`src/fetch_pkg.sv`:
```
package fetch_pkg;

  // ----------------------------------------
  // Widths
  // ----------------------------------------
  localparam int XLEN = 32;
  localparam int ILEN = 32;

  // Fetch address and instruction word
  typedef logic [XLEN-1:0] addr_t;
  typedef logic [ILEN-1:0] instr_t;

  // Exception cause as returned by instruction memory
  typedef logic [3:0] except_code_t;

  // 2-bit saturating branch counter
  typedef logic [1:0] bpu_cnt_t;

  // ----------------------------------------
  // Front end / back end records
  // ----------------------------------------

  // Prediction made when the word was fetched
  typedef struct packed {
    addr_t pc;
    addr_t target;
    logic  taken;
  } prediction_t;

  // Branch outcome from the back end
  typedef struct packed {
    addr_t pc;
    addr_t target;
    logic  taken;
  } resolution_t;

  // One entry handed to the back end
  typedef struct packed {
    instr_t       instr;
    prediction_t  pred;
    logic         except_raised;
    except_code_t except_code;
  } issue_t;

endpackage

```
`src/fetch_pc_gen.sv`:
```
module fetch_pc_gen #(
  parameter fetch_pkg::addr_t BOOT_PC = '0
) (
  input  logic                   clk_i,
  input  logic                   reset_i,

  // Redirects from the back end
  input  logic                   mis_flush_i,
  input  fetch_pkg::resolution_t res_i,
  input  logic                   except_flush_i,
  input  fetch_pkg::addr_t       except_pc_i,

  // Handshake with the memory interface
  input  logic                   can_req_i,
  input  logic                   req_fire_i,

  // Predictor lookup
  input  fetch_pkg::prediction_t pred_i,
  output fetch_pkg::addr_t       lookup_pc_o,

  output logic                   req_valid_o,
  output logic                   flush_o,
  output logic                   bpu_clear_o
);

  import fetch_pkg::*;

  addr_t pc_q;
  addr_t mis_target;
  logic  run_q;

  // Held low through the reset cycle, high from then on
  always_ff @(posedge clk_i) begin
    if (reset_i) begin
      run_q <= 1'b0;
    end else begin
      run_q <= 1'b1;
    end
  end

  // Corrected address after a mispredicted branch
  assign mis_target = res_i.taken ? res_i.target : res_i.pc + addr_t'(4);

  // ----------------------------------------
  // Program counter
  // ----------------------------------------
  // Exception redirect wins over misprediction
  always_ff @(posedge clk_i) begin
    if (reset_i) begin
      pc_q <= BOOT_PC;
    end else if (except_flush_i) begin
      pc_q <= except_pc_i;
    end else if (mis_flush_i) begin
      pc_q <= mis_target;
    end else if (req_fire_i) begin
      pc_q <= pred_i.taken ? pred_i.target : pc_q + addr_t'(4);
    end
  end

  assign lookup_pc_o = pc_q;
  assign flush_o     = except_flush_i | mis_flush_i;
  assign bpu_clear_o = except_flush_i;

  // A pending request is dropped while a redirect is applied
  assign req_valid_o = run_q & can_req_i & ~flush_o;

  // Grant only ever follows our own request
  a_fire_needs_valid : assert property (
    @(posedge clk_i) disable iff (reset_i) req_fire_i |-> req_valid_o
  );

endmodule

```
`src/fetch_bpu.sv`:
```
module fetch_bpu #(
  parameter int BPU_BITS = 4
) (
  input  logic                   clk_i,
  input  logic                   reset_i,

  input  fetch_pkg::addr_t       lookup_pc_i,
  output fetch_pkg::prediction_t pred_o,

  input  logic                   res_valid_i,
  input  fetch_pkg::resolution_t res_i,
  input  logic                   clear_i
);

  import fetch_pkg::*;

  localparam int ENTRIES = 2 ** BPU_BITS;

  localparam bpu_cnt_t CNT_STRONG_NT = 2'd0;
  localparam bpu_cnt_t CNT_WEAK_NT   = 2'd1;
  localparam bpu_cnt_t CNT_WEAK_T    = 2'd2;
  localparam bpu_cnt_t CNT_STRONG_T  = 2'd3;

  typedef logic [BPU_BITS-1:0] idx_t;

  logic [ENTRIES-1:0] valid_q;
  bpu_cnt_t           cnt_q    [ENTRIES];
  addr_t              target_q [ENTRIES];

  idx_t look_idx;
  idx_t upd_idx;
  logic upd_en;

  // Word-aligned index bits
  assign look_idx = lookup_pc_i[BPU_BITS+1:2];
  assign upd_idx  = res_i.pc[BPU_BITS+1:2];
  assign upd_en   = res_valid_i & ~clear_i;

  // Lookup
  assign pred_o.pc     = lookup_pc_i;
  assign pred_o.target = target_q[look_idx];
  assign pred_o.taken  = valid_q[look_idx] & (cnt_q[look_idx] >= CNT_WEAK_T);

  always_ff @(posedge clk_i) begin
    if (reset_i || clear_i) begin
      valid_q <= '0;
    end else if (upd_en) begin
      valid_q[upd_idx] <= 1'b1;
    end
  end

  // ----------------------------------------
  // Counter and target update
  // ----------------------------------------
  always_ff @(posedge clk_i) begin
    if (upd_en) begin
      if (!valid_q[upd_idx]) begin
        // First sighting starts weak
        cnt_q[upd_idx]    <= res_i.taken ? CNT_WEAK_T : CNT_WEAK_NT;
        target_q[upd_idx] <= res_i.target;
      end else if (res_i.taken) begin
        if (cnt_q[upd_idx] != CNT_STRONG_T) begin
          cnt_q[upd_idx] <= cnt_q[upd_idx] + 2'd1;
        end
        target_q[upd_idx] <= res_i.target;
      end else if (cnt_q[upd_idx] != CNT_STRONG_NT) begin
        cnt_q[upd_idx] <= cnt_q[upd_idx] - 2'd1;
      end
    end
  end

endmodule

```
`src/fetch_memif.sv`:
```
module fetch_memif #(
  parameter int MEMIF_FIFO_DEPTH = 2
) (
  input  logic                    clk_i,
  input  logic                    reset_i,

  // From the PC generator
  input  logic                    req_valid_i,
  input  fetch_pkg::prediction_t  req_pred_i,
  output logic                    can_req_o,
  output logic                    req_fire_o,
  input  logic                    flush_i,

  // Instruction memory
  output logic                    instr_req_o,
  input  logic                    instr_gnt_i,
  input  logic                    instr_rvalid_i,
  output logic                    instr_rready_o,
  output fetch_pkg::addr_t        instr_addr_o,
  input  fetch_pkg::instr_t       instr_rdata_i,
  input  logic                    instr_except_raised_i,
  input  fetch_pkg::except_code_t instr_except_code_i,

  // Issue port
  output logic                    issue_valid_o,
  input  logic                    issue_ready_i,
  output fetch_pkg::issue_t       issue_o
);

  import fetch_pkg::*;

  localparam int PTR_W = (MEMIF_FIFO_DEPTH > 1) ? $clog2(MEMIF_FIFO_DEPTH) : 1;
  localparam int CNT_W = $clog2(MEMIF_FIFO_DEPTH + 1);

  typedef logic [PTR_W-1:0] ptr_t;
  typedef logic [CNT_W-1:0] cnt_t;
  typedef enum logic {ST_LIVE, ST_DRAIN} drop_state_t;

  prediction_t fifo_q [MEMIF_FIFO_DEPTH];
  ptr_t        wr_ptr_q;
  ptr_t        rd_ptr_q;
  cnt_t        count_q;
  cnt_t        count_d;
  cnt_t        drop_cnt_q;
  drop_state_t state_q;
  logic        push;
  logic        pop;
  logic        drop;

  function automatic ptr_t ptr_inc(ptr_t p);
    if (p == ptr_t'(MEMIF_FIFO_DEPTH - 1)) begin
      return '0;
    end
    return ptr_t'(p + 1'b1);
  endfunction

  // Request side
  assign instr_req_o  = req_valid_i;
  assign instr_addr_o = req_pred_i.pc;
  assign req_fire_o   = instr_req_o & instr_gnt_i;
  assign can_req_o    = (count_q != cnt_t'(MEMIF_FIFO_DEPTH));

  // Responses seen during a flush are stale as well
  assign drop           = flush_i | (state_q == ST_DRAIN);
  assign instr_rready_o = drop | issue_ready_i;
  assign push           = req_fire_o;
  assign pop            = instr_rvalid_i & instr_rready_o;
  assign count_d        = count_q + cnt_t'(push) - cnt_t'(pop);

  // ----------------------------------------
  // Outstanding request FIFO
  // ----------------------------------------
  always_ff @(posedge clk_i) begin
    if (push) begin
      fifo_q[wr_ptr_q] <= req_pred_i;
    end
  end

  always_ff @(posedge clk_i) begin
    if (reset_i) begin
      wr_ptr_q <= '0;
      rd_ptr_q <= '0;
      count_q  <= '0;
    end else begin
      if (push) wr_ptr_q <= ptr_inc(wr_ptr_q);
      if (pop) rd_ptr_q <= ptr_inc(rd_ptr_q);
      count_q <= count_d;
    end
  end

  // ----------------------------------------
  // Drop FSM
  // ----------------------------------------
  // Everything still in flight at a flush belongs to the old path
  always_ff @(posedge clk_i) begin
    if (reset_i) begin
      state_q    <= ST_LIVE;
      drop_cnt_q <= '0;
    end else if (flush_i) begin
      state_q    <= (count_d != '0) ? ST_DRAIN : ST_LIVE;
      drop_cnt_q <= count_d;
    end else if (state_q == ST_DRAIN && pop) begin
      drop_cnt_q <= drop_cnt_q - 1'b1;
      if (drop_cnt_q == cnt_t'(1)) state_q <= ST_LIVE;
    end
  end

  // Response goes to issue with no register in between
  assign issue_valid_o         = instr_rvalid_i & ~drop;
  assign issue_o.instr         = instr_rdata_i;
  assign issue_o.pred          = fifo_q[rd_ptr_q];
  assign issue_o.except_raised = instr_except_raised_i;
  assign issue_o.except_code   = instr_except_code_i;

  a_no_overflow : assert property (
    @(posedge clk_i) disable iff (reset_i)
    (count_q == cnt_t'(MEMIF_FIFO_DEPTH)) |-> !req_fire_o
  );

  // Memory answers only what was granted
  a_rvalid_has_req : assert property (
    @(posedge clk_i) disable iff (reset_i) instr_rvalid_i |-> (count_q != '0)
  );

endmodule

```
`src/fetch_stage.sv`:
```
module fetch_stage #(
  parameter fetch_pkg::addr_t BOOT_PC          = '0,
  parameter int               BPU_BITS         = 4,
  parameter int               MEMIF_FIFO_DEPTH = 2
) (
  input  logic                    clk_i,
  input  logic                    reset_i,

  // Instruction memory interface
  output logic                    instr_req_o,
  input  logic                    instr_gnt_i,
  input  logic                    instr_rvalid_i,
  output logic                    instr_rready_o,
  output fetch_pkg::addr_t        instr_addr_o,
  input  fetch_pkg::instr_t       instr_rdata_i,
  input  logic                    instr_except_raised_i,
  input  fetch_pkg::except_code_t instr_except_code_i,

  // Issue to the back end
  output logic                    issue_valid_o,
  input  logic                    issue_ready_i,
  output fetch_pkg::issue_t       issue_o,

  // Resolutions and flushes from the back end
  input  logic                    res_valid_i,
  input  fetch_pkg::resolution_t  res_i,
  input  logic                    mis_flush_i,
  input  logic                    except_flush_i,
  input  fetch_pkg::addr_t        except_pc_i
);

  import fetch_pkg::*;

  addr_t       lookup_pc;
  prediction_t pred;
  logic        can_req;
  logic        req_valid;
  logic        req_fire;
  logic        flush;
  logic        bpu_clear;

  // ----------------------------------------
  // PC generation
  // ----------------------------------------
  fetch_pc_gen #(
    .BOOT_PC(BOOT_PC)
  ) i_pc_gen (
    .clk_i         (clk_i),
    .reset_i       (reset_i),
    .mis_flush_i   (mis_flush_i),
    .res_i         (res_i),
    .except_flush_i(except_flush_i),
    .except_pc_i   (except_pc_i),
    .can_req_i     (can_req),
    .req_fire_i    (req_fire),
    .pred_i        (pred),
    .lookup_pc_o   (lookup_pc),
    .req_valid_o   (req_valid),
    .flush_o       (flush),
    .bpu_clear_o   (bpu_clear)
  );

  // Branch prediction
  fetch_bpu #(
    .BPU_BITS(BPU_BITS)
  ) i_bpu (
    .clk_i      (clk_i),
    .reset_i    (reset_i),
    .lookup_pc_i(lookup_pc),
    .pred_o     (pred),
    .res_valid_i(res_valid_i),
    .res_i      (res_i),
    .clear_i    (bpu_clear)
  );

  // ----------------------------------------
  // Memory interface and issue
  // ----------------------------------------
  fetch_memif #(
    .MEMIF_FIFO_DEPTH(MEMIF_FIFO_DEPTH)
  ) i_memif (
    .clk_i                (clk_i),
    .reset_i              (reset_i),
    .req_valid_i          (req_valid),
    .req_pred_i           (pred),
    .can_req_o            (can_req),
    .req_fire_o           (req_fire),
    .flush_i              (flush),
    .instr_req_o          (instr_req_o),
    .instr_gnt_i          (instr_gnt_i),
    .instr_rvalid_i       (instr_rvalid_i),
    .instr_rready_o       (instr_rready_o),
    .instr_addr_o         (instr_addr_o),
    .instr_rdata_i        (instr_rdata_i),
    .instr_except_raised_i(instr_except_raised_i),
    .instr_except_code_i  (instr_except_code_i),
    .issue_valid_o        (issue_valid_o),
    .issue_ready_i        (issue_ready_i),
    .issue_o              (issue_o)
  );

endmodule

```
`config.mk`:
```
export PLATFORM = sky130hd
export DESIGN_NAME = fetch_stage
export DESIGN_NICKNAME = d
export VERILOG_FILES = /design/src/fetch_pkg.sv /design/src/fetch_pc_gen.sv /design/src/fetch_bpu.sv /design/src/fetch_memif.sv /design/src/fetch_stage.sv
export SDC_FILE = /design/constraint.sdc
export NUM_CORES = 1
export LEC_CHECK = 0
export BUFFER_PORTS_ARGS = -buffer_cell sky130_fd_sc_hd__buf_2
export CAP_MARGIN = 25
export CORE_MARGIN = 4
export CORE_UTILIZATION = 59
export CTS_CLUSTER_DIAMETER = 80
export DETAILED_ROUTE_END_ITERATION = 12
export PLACE_DENSITY = 0.89
export SLEW_MARGIN = 15
export SYNTH_ARGS = -nofsm -noshare
export SYNTH_HDL_FRONTEND = slang
export SYNTH_HIERARCHICAL = 1
export SYNTH_SLANG_ARGS = --single-unit
```
`constraint.sdc`:
```
create_clock -name clk_i -period 6.4 [get_ports clk_i]
set_clock_uncertainty 0.2 [all_clocks]
set_input_delay 0.64 -clock clk_i [delete_from_list [all_inputs] [get_ports clk_i]]
set_output_delay 0.64 -clock clk_i [all_outputs]
set_load 0.01 [all_outputs]
```
Yosys cells after proc, flatten, opt, wreduce, memory -nomap -nowiden
Memories as Yosys holds them, arrays and structs flattened. A register that Yosys moved wholly into a read port is not among the register bits.
Cells that the tools add are included.

word-level totals
  output and inout port bits = 137
  bits in writable memories = 674
  register bits = 56
  memories kept = 3

operators by class
  bitwise gates (word level) = 17
  equal/unequal tests = 3
  mux-type cells = 57
  add/sub/neg operators = 9
  reductions and logical operators = 9
  $lt $le $gt $ge = 4

memories
  memory          depth  width  rd ports  clocked after Yosys merged registers in  wr ports  line               text
  i_bpu.target_q  16     32     1         1                                        1         fetch_bpu.sv:28    addr_t target_q [ENTRIES];
  i_memif.fifo_q  2      65     1         1                                        1         fetch_memif.sv:39  prediction_t fifo_q [MEMIF_FIFO_DEPTH];
  i_bpu.cnt_q     16     2      2         1                                        1         fetch_bpu.sv:27    bpu_cnt_t cnt_q [ENTRIES];

operators with widths
  kind                     number
  $mux W32                 6
  $add A32 B3 Y32 const B  2
  $mux W1                  39
  $mux W4                  4
  $or A16 B16 Y16          1
  $lt A4 B5 Y1 const B     2
  $mux W2                  5
  $bmux W1 S4              2
  $reduce_bool A2 Y1       4
  $and A1 B1 Y1            7
  $or A1 B1 Y1             6
  $demux W1 S4             1
  $ge A4 B1 Y1 const B     1
  $ne A2 B2 Y1 const B     2
  $sub A2 B1 Y2 const B    2
  $not A1 Y1               3
  $reduce_bool A3 Y1       1
  $add A1 B1 Y1 const B    2
  $add A2 B1 Y2            1
  $add A2 B1 Y2 const B    1
  $eq A2 B1 Y1 const B     1
  $ge A2 B2 Y1 const B     1
  $logic_and A1 B1 Y1      2
  $reduce_and A2 Y1        1
  2 further kinds          2

Depth between registers and ports, before layout
  depth after elaboration = 9
  mapped depth = 13

Hierarchy
The synthesis kept the hierarchy.

modules (own cells, without submodules)
  module        instances  area each (um^2)  cells each  seq. area each (um^2)
  fetch_bpu     1          21,809.7          960         16,656.0
  fetch_memif   1          5,610.4           315         4,063.9
  fetch_pc_gen  1          3,417.0           487         660.6

Worst setup path before layout
No wires, ideal clock.

  kind = input port to flip-flop
  from = in mis_flush_i
  to = mem i_memif/fifo_q[0][0] (netlist name) (enable)
  buffers on the path = 1
  path slack = 1,657 ps
  required time = 5,712 ps
  library setup time = 488 ps
  cell stages on the path = 5
  data arrival time = 4,054 ps
  path through = clkbuf_1 > nor2_1 > and3_1 > nand2_1 > nor2_1

between the ends
  longest elaborated chain between the ends = 6

RTL lines
  what                           line                text
  from (decl)                    fetch_stage.sv:27   input logic mis_flush_i,
  $or A1 B1 Y1                   fetch_pc_gen.sv:61  assign flush_o = except_flush_i | mis_flush_i;
  $not A1 Y1                     fetch_pc_gen.sv:65  assign req_valid_o = run_q & can_req_i & ~flush_o;
  $and A1 B1 Y1                  fetch_pc_gen.sv:65
  named net req_valid            fetch_stage.sv:37   logic req_valid;
  $and A1 B1 Y1                  fetch_memif.sv:60   assign req_fire_o = instr_req_o & instr_gnt_i;
  $mux W1                        fetch_memif.sv:74   if (push) begin
  $mux W1 (implied by the code)  fetch_memif.sv:75   fifo_q[wr_ptr_q] <= req_pred_i;
  to (decl)                      fetch_memif.sv:39

The timed path passes the listed nets, and every way through them passes these cells.

==> flow_summary_export.csv <==
group,metric,value,unit
timing,number_of_setup_violations_in_the_final_report,0,
synthesis,synth.avg_cell_area,17.5,um2
synthesis,synthesis.yosys.warnings,6,
routing,drt_first_iter_violations,2631,
clock_network,ctsResizeCount,0,
die,core_area,0.0515,mm2
global_routing,grt.overflow.total,0,
clock_network,tritoncts,"yes",
global_routing,grt_start_max_net_pins,73,
timing,final_min_period_over_clock_period,63.7,%
global_routing,grt_use_met3,7.21,%
synthesis,synth_top_area_cell,"edfxtp_1",
global_routing,groute.layer.met2.usage,50.0,%
pwr,vdd_ir_drop_max,186,uV
global_routing,busiest_metal_layer_after_global_routing,"met2",
pwr,total_power,10.4,mW
worst_setup_path,worst_ep_arrival_time,4.41,ns
worst_setup_path,r2r_slack,2.33,ns
synthesis,synth_seq_area_share,69.3,%
synthesis,dominantRegCellSynth,"edfxtp_1",
placement,hpwlAfterDp,55.6,mm
synthesis,synth_compound_area_share,3.96,%
placement,placement.cell_area,0.0321,mm2
die,ios,279,
hold_path,hp-class,"input pin to flop",
placement,gp_congestion,1.04,
layout,final_design_area_no_fill,0.0343,mm2
synthesis,synth_area_leaders,"edfxtp_1 (66%), mux4_2 (13%), dfxtp_1 (3.7%), mux2_2 (2.7%), buf_4 (2.6%)",
die,total_die_area,0.0560,mm2
layout,post_layout_net_count,2028,
routing,route.vias.total,18100,
timing,finalWorstPathRequiredPeriod,4.07,ns
timing,worst_slew_margin_rel,29.7,%
worst_setup_path,cpLargestDelayFamily,"buffers and inverters",
clock_network,h_tree_levels,3,
layout,area_growth_syn_to_layout,11.2,%
global_routing,number_of_antenna_violations_at_the_first_check_in_global_routing,11,
global_routing,first_global_vias,18000,
synthesis,syn-num-nets,1911,
worst_setup_path,worstPathMaxFanout,35,
worst_setup_path,timing.critical_path.cells,"a31oi_1, mux4_2, a21oi_2, buf_4, clkinv_1, nor2_1, a221o_1, nand3_1, a41oi_1",
status,outcome,"complete, no violations",
clock_network,hold_buf_cts,0,
synthesis,yosysMostFrequentCell,"edfxtp_1",
global_routing,grt_util_met1,41.0,%
timing,rsz0062_at_grt,"false",
timing,fin_tns_setup,0,ns
clock_network,tritoncts_buffer_count,71,
placement,portBuffers,204,
synthesis,synthAdderAreaFrac,0.284,%
routing,wirelength,87.9,mm
synthesis,asyncSetResetFlopFracSynth,0,%
timing,timing_worst_slew_pin_value,1.05,ns
job,timing.max_cap.violations,0,
routing,wl_per_cell,33.5,um
synthesis,synth-edff-count,674,
clock_network,clock-sinks,731,
clock_network,cts_buffer_depth,3,
global_routing,wire_length_of_the_first_global_routing_pass,127,mm
synthesis,synthSimpleGateAreaFrac,5.00,%
clock_network,skew_pair_late_insertion_delay,0.62,ns
timing,max_freq,245,MHz
synthesis,syn-instance-count,1762,
worst_setup_path,total_buffers_and_inverters_traversed_by_the_critical_path,2,
synthesis,ys_ff_latch,731,
clock_network,postCtsSetupBuffers,0,
synthesis,ys_top_cells_by_count,"edfxtp_1 (674), mux4_2 (175), buf_4 (105), nand2_1 (84), nor2_1 (82)",
worst_setup_path,crit_end_category,"flop",
routing,route.antenna.remaining_nets,0,
worst_setup_path,required,6.73,ns
pwr,p_leak,11.2,nW
global_routing,grt.total_usage,31.2,%
die,initial_utilization,59.9,%
routing,drc,0,
worst_setup_path,max_stage_delay,0.74,ns
layout,post_route_cells_drive_above_1_share,32.6,%
timing,timing.final.hold_violations,0,
worst_setup_path,setup.worst_path.class,"flop to flop",
layout,nFillCells,3226,
die,die-height,237,um
pwr,powerDensity,304,mW/mm2
worst_setup_path,critical_path_launch_point_type,"flop",
synthesis,synth_top_family_by_area,"multiplexers",
die,fp-row-count,83,
routing,drt-vias-per-instance,6.90,
synthesis,post_synth_instance_area,0.0308,mm2
timing,holdWs,0.123,ns
clock_network,worst_setup_hold_path_clk_slew,0.06,ns
synthesis,netlist-cell-type-count,65,
layout,finished_core_util,66.6,%
clock_network,root_buffer,"clkbuf_16",
timing,report.final.slew_viol_count,0,
synthesis,post_synth_xor_area_fraction,1.39,%
worst_setup_path,worst_path_max_delay_cell,"dfxtp_4",
die,die_w,237,um
routing,detail_route.first_pass.iterations,6,
synthesis,synthDominantCellAreaShare,65.6,%
synthesis,yosys-mux-area-fraction,15.8,%
-- logic make-up after synthesis --
group | after synthesis
mux | 258
flops | 731
compound gates | 185
simple gates | 315
fa+ha+maj | 7
buf+inv | 217
xor+xnor | 49
-- power breakdown --
group          internal (mW)  switching [mW]  leakage, nW
combinational          0.379           0.569         3.53
clock                   2.24            1.81         1.08
sequential              5.32           0.101         6.56
-- through the flow --
step / instances / setup slack, ns
6_report: 2622 / 2.33
5_1_grt: 2619 / 2.12
4_1_cts: 2612 / 2.41
3_5_place_dp: 2486 / 2.25
3_3_place_gp: 2478 / 2.33
2_1_floorplan: 1762 / 1.66
-- area by class of cell --
| class | count | area, um2 | share of cell area (%) |
|---|---|---|---|
| Antenna cell | 10 | 25.0 | 0.0729 |
| Clock buffer | 85 | 1840 | 5.36 |
| Tap cell | 680 | 851 | 2.48 |
| Sequential cell | 731 | 21400 | 62.4 |
| Timing Repair Buffer | 239 | 1450 | 4.22 |
| Clock inverter | 41 | 362 | 1.05 |
| Multi-Input combinational cell | 814 | 8300 | 24.2 |
| Inverter | 22 | 82.6 | 0.241 |
-- worst paths after layout --
kind	from	depth (start not counted)	end
setup reg to reg	i_pc_gen/lookup_pc_o[2]$_SDFFE_PP0P_	9	i_pc_gen/lookup_pc_o[31]$_SDFFE_PP0P_
setup / recovery	i_pc_gen/lookup_pc_o[2]$_SDFFE_PP0P_	9	i_pc_gen/lookup_pc_o[31]$_SDFFE_PP0P_
hold reg to reg	i_pc_gen/lookup_pc_o[1]$_SDFFE_PP0P_	0	i_memif/fifo_q[1][34]$_DFFE_PP_
hold / removal	except_pc_i[9]	3	i_pc_gen/lookup_pc_o[9]$_SDFFE_PP0P_
-- cell usage in the layout (no fill, tap or decap), types with 24 or more instances in the layout --
cell / Yosys / routed
edfxtp_1: 674 / 674
buf_2: 19 / 204
mux4_2: 175 / 175
nand2_1: 84 / 84
mux2_2: 73 / 73
clkbuf_16: 0 / 71
nor2_1: 82 / 65
dfxtp_1: 57 / 52
a21oi_1: 46 / 45
o21ai_0: 44 / 44
nand3_1: 37 / 37
nor3_1: 33 / 32
xnor2_1: 27 / 27
buf_4: 105 / 26
nand4_1: 24 / 24
-- layer usage --
metal  vias up  part of all wire (%)
met2      1444                    48
met3       301                    12
met4         6                   5.6
met1      9137                    35
li1       7191                     -
met5         -                 0.053
-- worst min-delay path: cells and delay by family --
family | cells | cell delay [ns]
simple gates | 1 | 0.06
buf+inv | 1 | 0.11
compound gates | 1 | 0.07
-- sequential cells by signal, summed over array words and instances, names as in the netlist, named ones only --
name	count
i_bpu/cnt_q	32
i_bpu/target_q	512
i_bpu/valid_q	16
i_memif/count_q	2
i_memif/drop_cnt_q	2
i_memif/fifo_q	130
i_memif/rd_ptr_q	1
i_memif/state_q	1
i_memif/wr_ptr_q	1
i_pc_gen/lookup_pc_o	32
i_pc_gen/run_q	1
No activity file was read; power rests on OpenSTA's default activity.
